==> src/source/legv8_isa_pkg.sv <==
package legv8_isa_pkg;

  // data and address width
  localparam int XLEN = 32;

  // x31 reads as zero and ignores writes
  localparam logic [4:0] REG_ZR = 5'd31;

  // r-format opcodes
  localparam logic [10:0] OP_ADD  = 11'b10001011000;
  localparam logic [10:0] OP_SUB  = 11'b11001011000;
  localparam logic [10:0] OP_AND  = 11'b10001010000;
  localparam logic [10:0] OP_ORR  = 11'b10101010000;

  // d-format opcodes
  localparam logic [10:0] OP_LDUR = 11'b11111000010;
  localparam logic [10:0] OP_STUR = 11'b11111000000;

  // cb-format opcode, only the top 8 bits
  localparam logic [7:0]  OP_CBZ  = 8'b10110100;

  typedef struct packed {
    logic [10:0] opcode;
    logic [4:0]  rm;
    logic [5:0]  shamt;
    logic [4:0]  rn;
    logic [4:0]  rd;
  } r_fmt_t;

  typedef struct packed {
    logic [10:0] opcode;
    // signed byte offset
    logic [8:0]  dt_address;
    logic [1:0]  op2;
    logic [4:0]  rn;
    logic [4:0]  rt;
  } d_fmt_t;

  typedef struct packed {
    logic [7:0]  opcode;
    // signed word offset
    logic [18:0] cond_br_address;
    logic [4:0]  rt;
  } cb_fmt_t;

  // one instruction word, three views
  typedef union packed {
    r_fmt_t  r;
    d_fmt_t  d;
    cb_fmt_t cb;
  } inst_u;

endpackage

==> src/source/legv8_pipe_pkg.sv <==
package legv8_pipe_pkg;

  // register index and carried opcode widths
  localparam int REG_IDX_W = 5;
  localparam int OPC_W     = 11;

  // alu operation class, set by the decoder
  typedef enum logic [1:0] {
    // address computation
    ALU_ADD    = 2'b00,
    // cbz zero test on operand b
    ALU_PASS_B = 2'b01,
    // resolved late from the opcode
    ALU_RTYPE  = 2'b10
  } alu_op_t;

  // control bundle for ex, mem and wb
  typedef struct packed {
    logic    reg_write;
    logic    mem_to_reg;
    logic    mem_read;
    logic    mem_write;
    logic    branch;
    // b operand is the immediate
    logic    alu_src;
    alu_op_t alu_op;
  } ctrl_t;

endpackage

==> src/source/id_ex_if.sv <==
interface id_ex_if;
  import legv8_isa_pkg::*;
  import legv8_pipe_pkg::*;

  // one-cycle strobe, fields below only meaningful with it
  logic                 valid;
  ctrl_t                ctrl;
  logic [XLEN-1:0]      pc;
  logic [XLEN-1:0]      rd_data1;
  logic [XLEN-1:0]      rd_data2;
  logic [XLEN-1:0]      sgn_ext_imm;
  // kept for late r-type alu select
  logic [OPC_W-1:0]     opcode;
  logic [REG_IDX_W-1:0] rd;

  // pipeline register side
  modport stage_out (output valid, ctrl, pc, rd_data1, rd_data2, sgn_ext_imm, opcode, rd);

  // execute side
  modport stage_in (input valid, ctrl, pc, rd_data1, rd_data2, sgn_ext_imm, opcode, rd);

endinterface

==> src/source/inst_decoder.sv <==
module inst_decoder (
  input  legv8_isa_pkg::inst_u                  instr,
  output legv8_pipe_pkg::ctrl_t                 ctrl,
  output logic [legv8_pipe_pkg::REG_IDX_W-1:0]  rn_idx,
  output logic [legv8_pipe_pkg::REG_IDX_W-1:0]  rm_idx,
  output logic [legv8_pipe_pkg::REG_IDX_W-1:0]  rd,
  output logic [legv8_isa_pkg::XLEN-1:0]        sgn_ext_imm,
  output logic [legv8_pipe_pkg::OPC_W-1:0]      opcode,
  output logic                                  illegal
);
  import legv8_isa_pkg::*;
  import legv8_pipe_pkg::*;

  always_comb
  begin
    // defaults are a bubble with r-format field positions
    ctrl        = '0;
    rn_idx      = instr.r.rn;
    rm_idx      = instr.r.rm;
    // rd and rt share bits 4:0 in every format
    rd          = instr.r.rd;
    sgn_ext_imm = '0;
    opcode      = instr.r.opcode;
    illegal     = 1'b0;

    // cb opcode is only 8 bits wide, so test it first
    if (instr.cb.opcode == OP_CBZ)
    begin
      ctrl.branch = 1'b1;
      ctrl.alu_op = ALU_PASS_B;
      // rt goes through read port 2 for the zero test
      rm_idx      = instr.cb.rt;
      // word offset to byte offset
      sgn_ext_imm = {{(XLEN-21){instr.cb.cond_br_address[18]}},
                     instr.cb.cond_br_address, 2'b00};
    end
    else
    begin
      case (instr.r.opcode)
        OP_ADD, OP_SUB, OP_AND, OP_ORR:
        begin
          ctrl.reg_write = 1'b1;
          ctrl.alu_op    = ALU_RTYPE;
        end
        OP_LDUR:
        begin
          ctrl.reg_write  = 1'b1;
          ctrl.mem_to_reg = 1'b1;
          ctrl.mem_read   = 1'b1;
          ctrl.alu_src    = 1'b1;
          ctrl.alu_op     = ALU_ADD;
          sgn_ext_imm     = {{(XLEN-9){instr.d.dt_address[8]}}, instr.d.dt_address};
        end
        OP_STUR:
        begin
          ctrl.mem_write = 1'b1;
          ctrl.alu_src   = 1'b1;
          ctrl.alu_op    = ALU_ADD;
          // store data comes from rt on port 2
          rm_idx         = instr.d.rt;
          sgn_ext_imm    = {{(XLEN-9){instr.d.dt_address[8]}}, instr.d.dt_address};
        end
        default:
        begin
          // unknown opcode, control stays all zero
          illegal = 1'b1;
        end
      endcase
    end
  end

endmodule

==> src/source/reg_file.sv <==
module reg_file (
  input  logic                                 clk,
  input  logic                                 rst_n,
  input  logic [legv8_pipe_pkg::REG_IDX_W-1:0] rd_idx1,
  input  logic [legv8_pipe_pkg::REG_IDX_W-1:0] rd_idx2,
  output logic [legv8_isa_pkg::XLEN-1:0]       rd_data1,
  output logic [legv8_isa_pkg::XLEN-1:0]       rd_data2,
  input  logic                                 wb_en,
  input  logic [legv8_pipe_pkg::REG_IDX_W-1:0] wb_rd,
  input  logic [legv8_isa_pkg::XLEN-1:0]       wb_data
);
  import legv8_isa_pkg::*;
  import legv8_pipe_pkg::*;

  // x0..x30 only, x31 has no storage
  logic [XLEN-1:0] regs [0:30];

  // zero register, then same-cycle write bypass, then storage
  function automatic logic [XLEN-1:0] read_port(input logic [REG_IDX_W-1:0] idx);
    if (idx == REG_ZR)
      return '0;
    else if (wb_en && (wb_rd == idx))
      return wb_data;
    else
      return regs[idx];
  endfunction

  always_comb
  begin
    rd_data1 = read_port(rd_idx1);
    rd_data2 = read_port(rd_idx2);
  end

  always_ff @(posedge clk)
  begin
    if (!rst_n)
    begin
      for (int i = 0; i < 31; i++)
        regs[i] <= '0;
    end
    // writes to x31 dropped
    else if (wb_en && (wb_rd != REG_ZR))
      regs[wb_rd] <= wb_data;
  end

endmodule

==> src/source/id_ex_reg.sv <==
module id_ex_reg (
  input  logic                                 clk,
  input  logic                                 rst_n,
  input  logic                                 issue,
  input  legv8_pipe_pkg::ctrl_t                ctrl,
  input  logic                                 illegal,
  input  logic [legv8_isa_pkg::XLEN-1:0]       pc,
  input  logic [legv8_isa_pkg::XLEN-1:0]       rd_data1,
  input  logic [legv8_isa_pkg::XLEN-1:0]       rd_data2,
  input  logic [legv8_isa_pkg::XLEN-1:0]       sgn_ext_imm,
  input  logic [legv8_pipe_pkg::OPC_W-1:0]     opcode,
  input  logic [legv8_pipe_pkg::REG_IDX_W-1:0] rd,
  id_ex_if.stage_out                           out,
  output logic                                 illegal_q
);

  // strobe and controls, bubble on reset and on idle cycles
  always_ff @(posedge clk)
  begin
    if (!rst_n)
    begin
      out.valid <= 1'b0;
      out.ctrl  <= '0;
      illegal_q <= 1'b0;
    end
    else
    begin
      out.valid <= issue;
      out.ctrl  <= issue ? ctrl : '0;
      illegal_q <= issue & illegal;
    end
  end

  // payload only moves on issue, holds otherwise
  always_ff @(posedge clk)
  begin
    if (issue)
    begin
      out.pc          <= pc;
      out.rd_data1    <= rd_data1;
      out.rd_data2    <= rd_data2;
      out.sgn_ext_imm <= sgn_ext_imm;
      // opcode rides along for the r-type alu select
      out.opcode      <= opcode;
      out.rd          <= rd;
    end
  end

endmodule

==> src/source/ex_stage.sv <==
module ex_stage (
  input  logic                                 clk,
  input  logic                                 rst_n,
  id_ex_if.stage_in                            in,
  input  logic                                 illegal_q,
  output logic                                 ex_valid,
  output logic                                 ex_ctrl_reg_write,
  output logic                                 ex_mem_to_reg,
  output logic                                 ex_mem_read,
  output logic                                 ex_mem_write,
  output logic [legv8_pipe_pkg::REG_IDX_W-1:0] ex_rd,
  output logic [legv8_isa_pkg::XLEN-1:0]       ex_alu_result,
  output logic [legv8_isa_pkg::XLEN-1:0]       ex_store_data,
  output logic [legv8_isa_pkg::XLEN-1:0]       ex_branch_target,
  output logic                                 ex_branch_taken,
  output logic                                 ex_illegal
);
  import legv8_isa_pkg::*;
  import legv8_pipe_pkg::*;

  logic [XLEN-1:0] op_b;
  logic [XLEN-1:0] alu_res;
  logic            taken;

  // immediate for loads and stores, register otherwise
  assign op_b = in.ctrl.alu_src ? in.sgn_ext_imm : in.rd_data2;

  always_comb
  begin
    case (in.ctrl.alu_op)
      ALU_ADD:    alu_res = in.rd_data1 + op_b;
      ALU_PASS_B: alu_res = op_b;
      ALU_RTYPE:
      begin
        // late resolve from the carried opcode
        case (in.opcode)
          OP_SUB:  alu_res = in.rd_data1 - op_b;
          OP_AND:  alu_res = in.rd_data1 & op_b;
          OP_ORR:  alu_res = in.rd_data1 | op_b;
          default: alu_res = in.rd_data1 + op_b;
        endcase
      end
      default:    alu_res = '0;
    endcase
  end

  // cbz, taken when rt reads zero
  assign taken = in.ctrl.branch && (alu_res == '0);

  // controls gated by valid so a bubble never writes or branches
  always_ff @(posedge clk)
  begin
    if (!rst_n)
    begin
      ex_valid          <= 1'b0;
      ex_ctrl_reg_write <= 1'b0;
      ex_mem_to_reg     <= 1'b0;
      ex_mem_read       <= 1'b0;
      ex_mem_write      <= 1'b0;
      ex_branch_taken   <= 1'b0;
      ex_illegal        <= 1'b0;
    end
    else
    begin
      ex_valid          <= in.valid;
      ex_ctrl_reg_write <= in.valid & in.ctrl.reg_write;
      ex_mem_to_reg     <= in.valid & in.ctrl.mem_to_reg;
      ex_mem_read       <= in.valid & in.ctrl.mem_read;
      ex_mem_write      <= in.valid & in.ctrl.mem_write;
      ex_branch_taken   <= in.valid & taken;
      ex_illegal        <= in.valid & illegal_q;
    end
  end

  // results hold between valid cycles
  always_ff @(posedge clk)
  begin
    if (in.valid)
    begin
      ex_rd            <= in.rd;
      ex_alu_result    <= alu_res;
      // store data is rt, read on port 2
      ex_store_data    <= in.rd_data2;
      ex_branch_target <= in.pc + in.sgn_ext_imm;
    end
  end

endmodule

==> src/source/id_ex_core.sv <==
module id_ex_core (
  input  logic                                 clk,
  input  logic                                 rst_n,
  input  logic                                 instr_valid,
  input  logic [legv8_isa_pkg::XLEN-1:0]       instr,
  input  logic [legv8_isa_pkg::XLEN-1:0]       instr_pc,
  input  logic                                 wb_en,
  input  logic [legv8_pipe_pkg::REG_IDX_W-1:0] wb_rd,
  input  logic [legv8_isa_pkg::XLEN-1:0]       wb_data,
  output logic                                 ex_valid,
  output logic                                 ex_ctrl_reg_write,
  output logic                                 ex_mem_to_reg,
  output logic                                 ex_mem_read,
  output logic                                 ex_mem_write,
  output logic [legv8_pipe_pkg::REG_IDX_W-1:0] ex_rd,
  output logic [legv8_isa_pkg::XLEN-1:0]       ex_alu_result,
  output logic [legv8_isa_pkg::XLEN-1:0]       ex_store_data,
  output logic                                 ex_branch_taken,
  output logic [legv8_isa_pkg::XLEN-1:0]       ex_branch_target,
  output logic                                 ex_illegal
);
  import legv8_isa_pkg::*;
  import legv8_pipe_pkg::*;

  // decode stage outputs
  ctrl_t                dec_ctrl;
  logic [REG_IDX_W-1:0] dec_rn;
  logic [REG_IDX_W-1:0] dec_rm;
  logic [REG_IDX_W-1:0] dec_rd;
  logic [XLEN-1:0]      dec_imm;
  logic [OPC_W-1:0]     dec_opcode;
  logic                 dec_illegal;
  // register file read data
  logic [XLEN-1:0]      rf_data1;
  logic [XLEN-1:0]      rf_data2;
  logic                 illegal_q;

  // id/ex bundle
  id_ex_if id_ex_bus ();

  inst_decoder u_dec (
    .instr       (instr),
    .ctrl        (dec_ctrl),
    .rn_idx      (dec_rn),
    .rm_idx      (dec_rm),
    .rd          (dec_rd),
    .sgn_ext_imm (dec_imm),
    .opcode      (dec_opcode),
    .illegal     (dec_illegal)
  );

  reg_file u_rf (
    .clk      (clk),
    .rst_n    (rst_n),
    .rd_idx1  (dec_rn),
    .rd_idx2  (dec_rm),
    .rd_data1 (rf_data1),
    .rd_data2 (rf_data2),
    .wb_en    (wb_en),
    .wb_rd    (wb_rd),
    .wb_data  (wb_data)
  );

  id_ex_reg u_id_ex (
    .clk         (clk),
    .rst_n       (rst_n),
    .issue       (instr_valid),
    .ctrl        (dec_ctrl),
    .illegal     (dec_illegal),
    .pc          (instr_pc),
    .rd_data1    (rf_data1),
    .rd_data2    (rf_data2),
    .sgn_ext_imm (dec_imm),
    .opcode      (dec_opcode),
    .rd          (dec_rd),
    .out         (id_ex_bus.stage_out),
    .illegal_q   (illegal_q)
  );

  ex_stage u_ex (
    .clk               (clk),
    .rst_n             (rst_n),
    .in                (id_ex_bus.stage_in),
    .illegal_q         (illegal_q),
    .ex_valid          (ex_valid),
    .ex_ctrl_reg_write (ex_ctrl_reg_write),
    .ex_mem_to_reg     (ex_mem_to_reg),
    .ex_mem_read       (ex_mem_read),
    .ex_mem_write      (ex_mem_write),
    .ex_rd             (ex_rd),
    .ex_alu_result     (ex_alu_result),
    .ex_store_data     (ex_store_data),
    .ex_branch_target  (ex_branch_target),
    .ex_branch_taken   (ex_branch_taken),
    .ex_illegal        (ex_illegal)
  );

endmodule

==> config.mk <==
export PLATFORM = sky130hd
export DESIGN_NAME = id_ex_core
export DESIGN_NICKNAME = d
export VERILOG_FILES = /design/src/source/legv8_isa_pkg.sv /design/src/source/legv8_pipe_pkg.sv /design/src/source/id_ex_if.sv /design/src/source/inst_decoder.sv /design/src/source/reg_file.sv /design/src/source/id_ex_reg.sv /design/src/source/ex_stage.sv /design/src/source/id_ex_core.sv
export SDC_FILE = /design/constraint.sdc
export NUM_CORES = 2
export LEC_CHECK = 0
export BUFFER_PORTS_ARGS = -buffer_cell sky130_fd_sc_hd__buf_2
export CORE_ASPECT_RATIO = 0.8
export CORE_MARGIN = 5
export CORE_UTILIZATION = 48
export CTS_CLUSTER_SIZE = 14
export DETAILED_ROUTE_END_ITERATION = 10
export PLACE_DENSITY_LB_ADDON = 0.05
export SLEW_MARGIN = 20
export SYNTH_ARGS = -nofsm -noshare
export SYNTH_HDL_FRONTEND = slang
export SYNTH_SLANG_ARGS = --single-unit
==> constraint.sdc <==
create_clock -name clk -period 6.2 [get_ports clk]
set_input_delay 1.24 -clock clk [delete_from_list [all_inputs] [get_ports clk]]
set_output_delay 1.24 -clock clk [all_outputs]
set_load 0.03 [all_outputs]
# Word-level counts from Yosys, hierarchy flattened
# Memory sizes are Yosys's and may differ from the RTL's.
# Index checks and enable logic that the tools add are counted.
dict set report word_totals {
  output_inout_bits 108
  romBits 0
  n_memories 1
  word_cells 100
  latchBits 0
  regBits 262
  ram_bits 992
}
dict set report op_classes {
  shifts 0
  reduce_logical 14
  multipliers 0
  addsub 3
  n_bitwise 12
  muxes 25
  div 0
  n_eq_ne 17
  order_cmp 0
}
# memory words word_bits read_ports rd_clocked_by_memory_dff write_ports line
set memory_table {}
lappend memory_table {u_rf.regs 31 32 2 0 31 reg_file.sv:16} ;# logic [XLEN-1:0] regs [0:30];
# op n
set ops {}
lappend ops {{two-way mux 32 bit} 6}
lappend ops {{case mux 32 bit (3 select lines)} 2}
lappend ops {{== test 11 bit (second input constant)} 9}
lappend ops {{adder 32 bit} 2}
lappend ops {{bitwise AND 32 bit} 1}
lappend ops {{zero test 32 bit} 1}
lappend ops {{bitwise OR 32 bit} 1}
lappend ops {{OR reduction 32 bit} 1}
lappend ops {{subtractor 32 bit} 1}
lappend ops {{two-way mux 5 bit} 3}
lappend ops {{two-way mux 1 bit} 12}
lappend ops {{== test 5 bit} 2}
lappend ops {{== test 5 bit (second input constant)} 2}
lappend ops {{== test 8 bit (second input constant)} 1}
lappend ops {{bitwise AND 1 bit} 7}
lappend ops {{OR reduction 6 bit} 1}
lappend ops {{inequality test 5 bit (second input constant)} 1}
lappend ops {{OR reduction 5 bit} 1}
lappend ops {{logical AND 1 bit} 4}
lappend ops {{two-way mux 2 bit} 2}
lappend ops {{OR reduction 2 bit} 2}
lappend ops {{OR reduction 4 bit} 1}
lappend ops {{NOT 1 bit} 3}
lappend ops {{OR reduction 3 bit} 1}
lappend ops {{other kinds (4)} 4}

# Depth between registers and ports, before layout
dict set report depth {
  depth_word 7
  depth_mapped 20
}

# Cells and area by module
# From an unflattened synthesis, not the netlist that was laid out.
dict set report unflattened {
  cells_unflattened 5424
  area_unflattened_um2 71523.6
}
# mod area_per_inst_um2 cells_each n_inst seq_area_each_um2
set modules_own_cells {}
lappend modules_own_cells {reg_file 54996.5 3885 1 30749.5}
lappend modules_own_cells {ex_stage 11287.1 1293 1 3173.0}
lappend modules_own_cells {id_ex_reg 4588.2 164 1 4524.3}
lappend modules_own_cells {inst_decoder 651.9 82 1 0.0}

# Worst setup path before layout
# OpenSTA, ideal clock, no wires.
dict set report synth_path {
  kind {register to register}
  startpoint {reg u_id_ex.out.valid}
  endpoint {reg u_ex.ex_branch_taken}
  slack_ns 0.710
  stages_incl_launch_ff 9
  t_arrival_ns 5.413
  period_less_slack_ns 5.490
  setup_time_ns 0.078
  required_ns 6.122
  n_path_buf 0
  path_cell_list {dfxtp_1 and2_1 or4b_2 or4_1 or4_1 a2111oi_2 or3b_1 or4_1 nor3_1}
}
dict set report synth_between {
  elab_chain_cells 1
}
# element line
set synth_rtl {}
lappend synth_rtl {{start: declaration} id_ex_if.sv:17} ;# modport stage_out (output valid, ctrl, pc, rd_data1, rd_data2, sgn_ext_imm, opcode, rd);
lappend synth_rtl {{start signal: assignment} id_ex_reg.sv:28} ;# out.valid <= issue;
lappend synth_rtl {{bitwise AND 1 bit} ex_stage.sv:70} ;# ex_branch_taken <= in.valid & taken;
lappend synth_rtl {{end signal: assignment} ex_stage.sv:70}
lappend synth_rtl {{end: declaration} ex_stage.sv:15} ;# output logic ex_branch_taken,
# Every way passes these cells.
# A chain may end at the register's enable or synchronous reset.

# Worst setup path after layout
dict set report layout_path {
  startpoint {reg u_id_ex.out.ctrl[2] (netlist name)}
  endpoint {reg u_ex.ex_branch_taken}
}
dict set report layout_between {
  elab_chain_cells 7
  word_cells_on_any_way 10
}
# element line
set layout_rtl {}
lappend layout_rtl {{two-way mux 32 bit (*)} ex_stage.sv:26} ;# assign op_b = in.ctrl.alu_src ? in.sgn_ext_imm : in.rd_data2;
lappend layout_rtl {{adder 32 bit, or another cell as far along} {ex_stage.sv:31, ex_stage.sv:40}}
lappend layout_rtl {{case mux 32 bit (3 select lines)} ex_stage.sv:36} ;# case (in.opcode)
lappend layout_rtl {{case mux 32 bit (3 select lines) (*)} ex_stage.sv:30} ;# case (in.ctrl.alu_op)
lappend layout_rtl {{via u_ex.alu_res[31]} ex_stage.sv:22} ;# logic [XLEN-1:0] alu_res;
lappend layout_rtl {{zero test 32 bit (*)} ex_stage.sv:48} ;# assign taken = in.ctrl.branch && (alu_res == '0);
lappend layout_rtl {{logical AND 1 bit (*)} ex_stage.sv:48}
lappend layout_rtl {{bitwise AND 1 bit (*)} ex_stage.sv:70}
# Mark *: on every way through the listed nets, which the timed path passes. The rest lies on a longest branch.

==> metrics.txt <==
synthesized area 70100 sq um; Routed WL approximately 270 mm; fmax roughly 170 MHz; TritonCTS clock tree done; post-cts gate resize count 0; Pwr Density 286 nW/um^2; ys async rst share 0; Residual DRC 0; Area growth syn-to-layout 12.8%; die width 437 um; final-stage net count about 5900; sw power 6.45 mW; CP endpoint kind flop; initial core utilization 0.483; CTS H-tree lvls 4; hold endpoint u_ex.ex_rd[3]; cells on worst reg2reg path 21; Hold Path Depth 0; Setup Viol. Count Final 0; Num Clock Sinks between 1000 and 1500; Max Root-Sink Buffers 3; status finished, final reports clean; sequential share of power 0.462; Inserted Clock Buffers roughly 140; hpwl dp about 180 mm; EDFF count, synth 1258; period utilisation layout 0.962; gr ovfl total 0; leading area contributor after synthesis edfxtp_1; clk_skew 0.0264 ns; Clock Power Share 0.362; first-pass GRT wire length 376 mm; Initial DRT Pass Iterations 7; Via density about 6.6; Avg Cell Area, Syn around 13 sq um; Worst R2R Start u_id_ex.out.ctrl[2]; worst hold margin about 0.42 ns; flops & latches, synth about 1300; internal power between 15 and 20 mW; switching share of power 0.285; Unique masters post-synth 81; Setup Buffers After CTS 0; gate count after technology mapping roughly 5500; beginning of the critical path u_id_ex.out.ctrl[2]; final setup TNS 0 ns; startpoint types flop; endpoint arrival time on the critical path approximately 6.7 ns; top post-synthesis cells by area edfxtp_1 (54%), mux4_2 (14%), and2_1 (9.0%), nand2_1 (3.2%), ha_1 (2.6%); Post-synth top flop edfxtp_1; final antenna-violating net count 0; Worst Path Required around 6.9 ns; Total GRT Usage 0.349; Worst Setup Path Type flop to flop; largest net degree at the start of global routing 97; post-synth top area share 0.539; R2R Path End u_ex.ex_branch_taken; post-synthesis sequential area ratio 0.543; Post-CTS Hold Fix Bufs 0; most common cell in the netlist edfxtp_1; Worst slew margin 0.157; share of layout cells above drive strength 1 0.202; clock latency on the worst-skew pair 0.80 ns; gpl congestion approximately 1; core box area 145000 sq um; commonest cells in the netlist edfxtp_1 (1258), and2_1 (1006), nand2_1 (592), mux4_2 (448), clkbuf_1 (418); VDD IR max approximately 0.00023 V; hold path start u_id_ex.out.rd[3]; Worst Path Max Fanout 21; final hold vios 0; Hold Crit Class flop to flop; Slew Limit Fails 0; die area around 150000 sq um; slew of the pin with the lowest slew margin ~1.3 ns; via count between 50000 and 60000; RSZ-0062 raised after global routing no; clock transition at the registers of the reported paths approximately 0.070 ns; port bufs roughly 210; min Tclk post-route about 6.0 ns; IO Pins between 200 and 250; maximum capacitance violations 0; Root Driver clkbuf_16; Iteration-0 DRC Markers ~8000; initial antenna violation count 28; DR WL/cell between 30 and 40 um; Yosys warnings 0; P_leak between 20 and 30 nW; slack of the worst reg-to-reg path ~0.24 ns; power share of the combinational group 0.176; number of global-route vias before repair about 48000; Rows ~130; Die H ~350 um
## critical path, stage by stage (launching register included)
cell and delay, ns:
dfxtp_1 0.37, buf_6 0.31, and2_1 0.37, a21o_1 0.35
inv_1 0.14, ha_1 0.32, inv_1 0.06, a2111oi_0 0.67
buf_4 0.22, o211ai_1 0.16, a21oi_1 0.27, buf_4 0.17
o31ai_1 0.07, o22ai_1 0.38, nor4_1 0.10, a2111oi_0 0.60
buf_4 0.22, mux2_2 0.33, a221oi_1 0.27, o31ai_1 0.12
buf_4 0.17, nor3_1 0.20
## area by class of cell
type / count / area, sq um
Tap cell: 1905 / 2380
Multi-Input combinational cell: 3657 / 30600
Inverter: 118 / 443
Sequential cell: 1272 / 38100
Timing Repair Buffer: 414 / 3140
Clock inverter: 64 / 586
Clock buffer: 181 / 3720
Fill cell: 12100 / 66100
Antenna cell: 17 / 42.5
## per-stage QoR
step | utilization | area, sq um | std cells | worst slack, ns | power [mW]
6_report | 0.544 | 79000 | 7628 | 0.236 | 22.6
5_1_grt | 0.544 | 79000 | 7616 | 0.0177 | 23.3
4_1_cts | 0.544 | 78900 | 7609 | 0.153 | 22.5
3_5_place_dp | 0.514 | 74600 | 7364 | 0.175 | 14.5
3_3_place_gp | 0.513 | 74500 | 7360 | 0.197 | 14.4
2_1_floorplan | - | 70200 | 5527 | 0.710 | 12.9
## state kept, by name, indices dropped and copies added, names as in the netlist, 6 cells and up
| name | flops |
|---|---|
| u_id_ex.out.opcode | 11 |
| u_id_ex.out.rd_data2 | 32 |
| u_id_ex.out.ctrl | 6 |
| u_rf.regs | 1024 |
| u_id_ex.out.rd_data1 | 32 |
| u_id_ex.out.pc | 32 |
| u_ex.ex_alu_result | 32 |
| u_ex.ex_branch_target | 32 |
| u_id_ex.out.sgn_ext_imm | 21 |
| u_ex.ex_store_data | 32 |
## layer usage
metal,vias up,part of all wire,track usage
met1,25700,0.41,0.521
li1,20700,-,-
met4,0,0.044,0.140
met5,-,0,0
met2,3704,0.40,0.474
met3,546,0.14,0.109
## power by group through the flow
stage | Combinational (mW) | Clock [mW] | Sequential (mW)
6_report | 3.97 | 8.18 | 10.4
5_1_grt | 4.16 | 8.62 | 10.5
4_1_cts | 3.87 | 8.23 | 10.4
3_5_place_dp | 3.85 | 0 | 10.6
3_3_place_gp | 3.85 | 0 | 10.6
2_1_floorplan | 2.26 | 0 | 10.6
## worst max-delay path by stage
stage	depth (start not counted)	endpoint
after CTS	16	u_ex.ex_branch_taken
after global placement	16	u_ex.ex_branch_taken
after floorplan	8	u_ex.ex_branch_taken
after global routing	16	u_ex.ex_branch_taken
final	21	u_ex.ex_branch_taken
after detailed placement	16	u_ex.ex_branch_taken
## cells in the final DEF (no fill, tap or decap), types with 40 or more instances in the layout
cell type	synthesis	final
edfxtp_1	1258	1258
and2_1	1006	1004
nand2_1	592	590
mux4_2	448	448
a21oi_1	259	259
buf_2	2	206
buf_4	1	164
ha_1	145	145
nand3_1	144	143
clkbuf_16	0	143
nor2_1	161	128
inv_1	117	117
o21ai_0	112	80
o2111ai_1	68	68
a2111oi_0	70	68
xnor2_1	61	61
mux2i_1	57	51
a22oi_1	43	43
a21o_1	41	41
a211oi_1	40	40
## logic make-up (layout without fill, tap and decap cells)
family,Yosys count,in the layout,synth area share
multiplexers,516,516,0.154
XOR/XNOR,86,86,0.0108
AND/OR/NAND/NOR,2074,2074,0.157
AO/OA/AOI/OAI,801,801,0.0764
other,1,49,0.0000535
flip-flops,1272,1272,0.543
adder cells (fa/ha/maj),148,148,0.0268
buffers and inverters,598,777,0.0322
(Power assumes the default switching activity.)
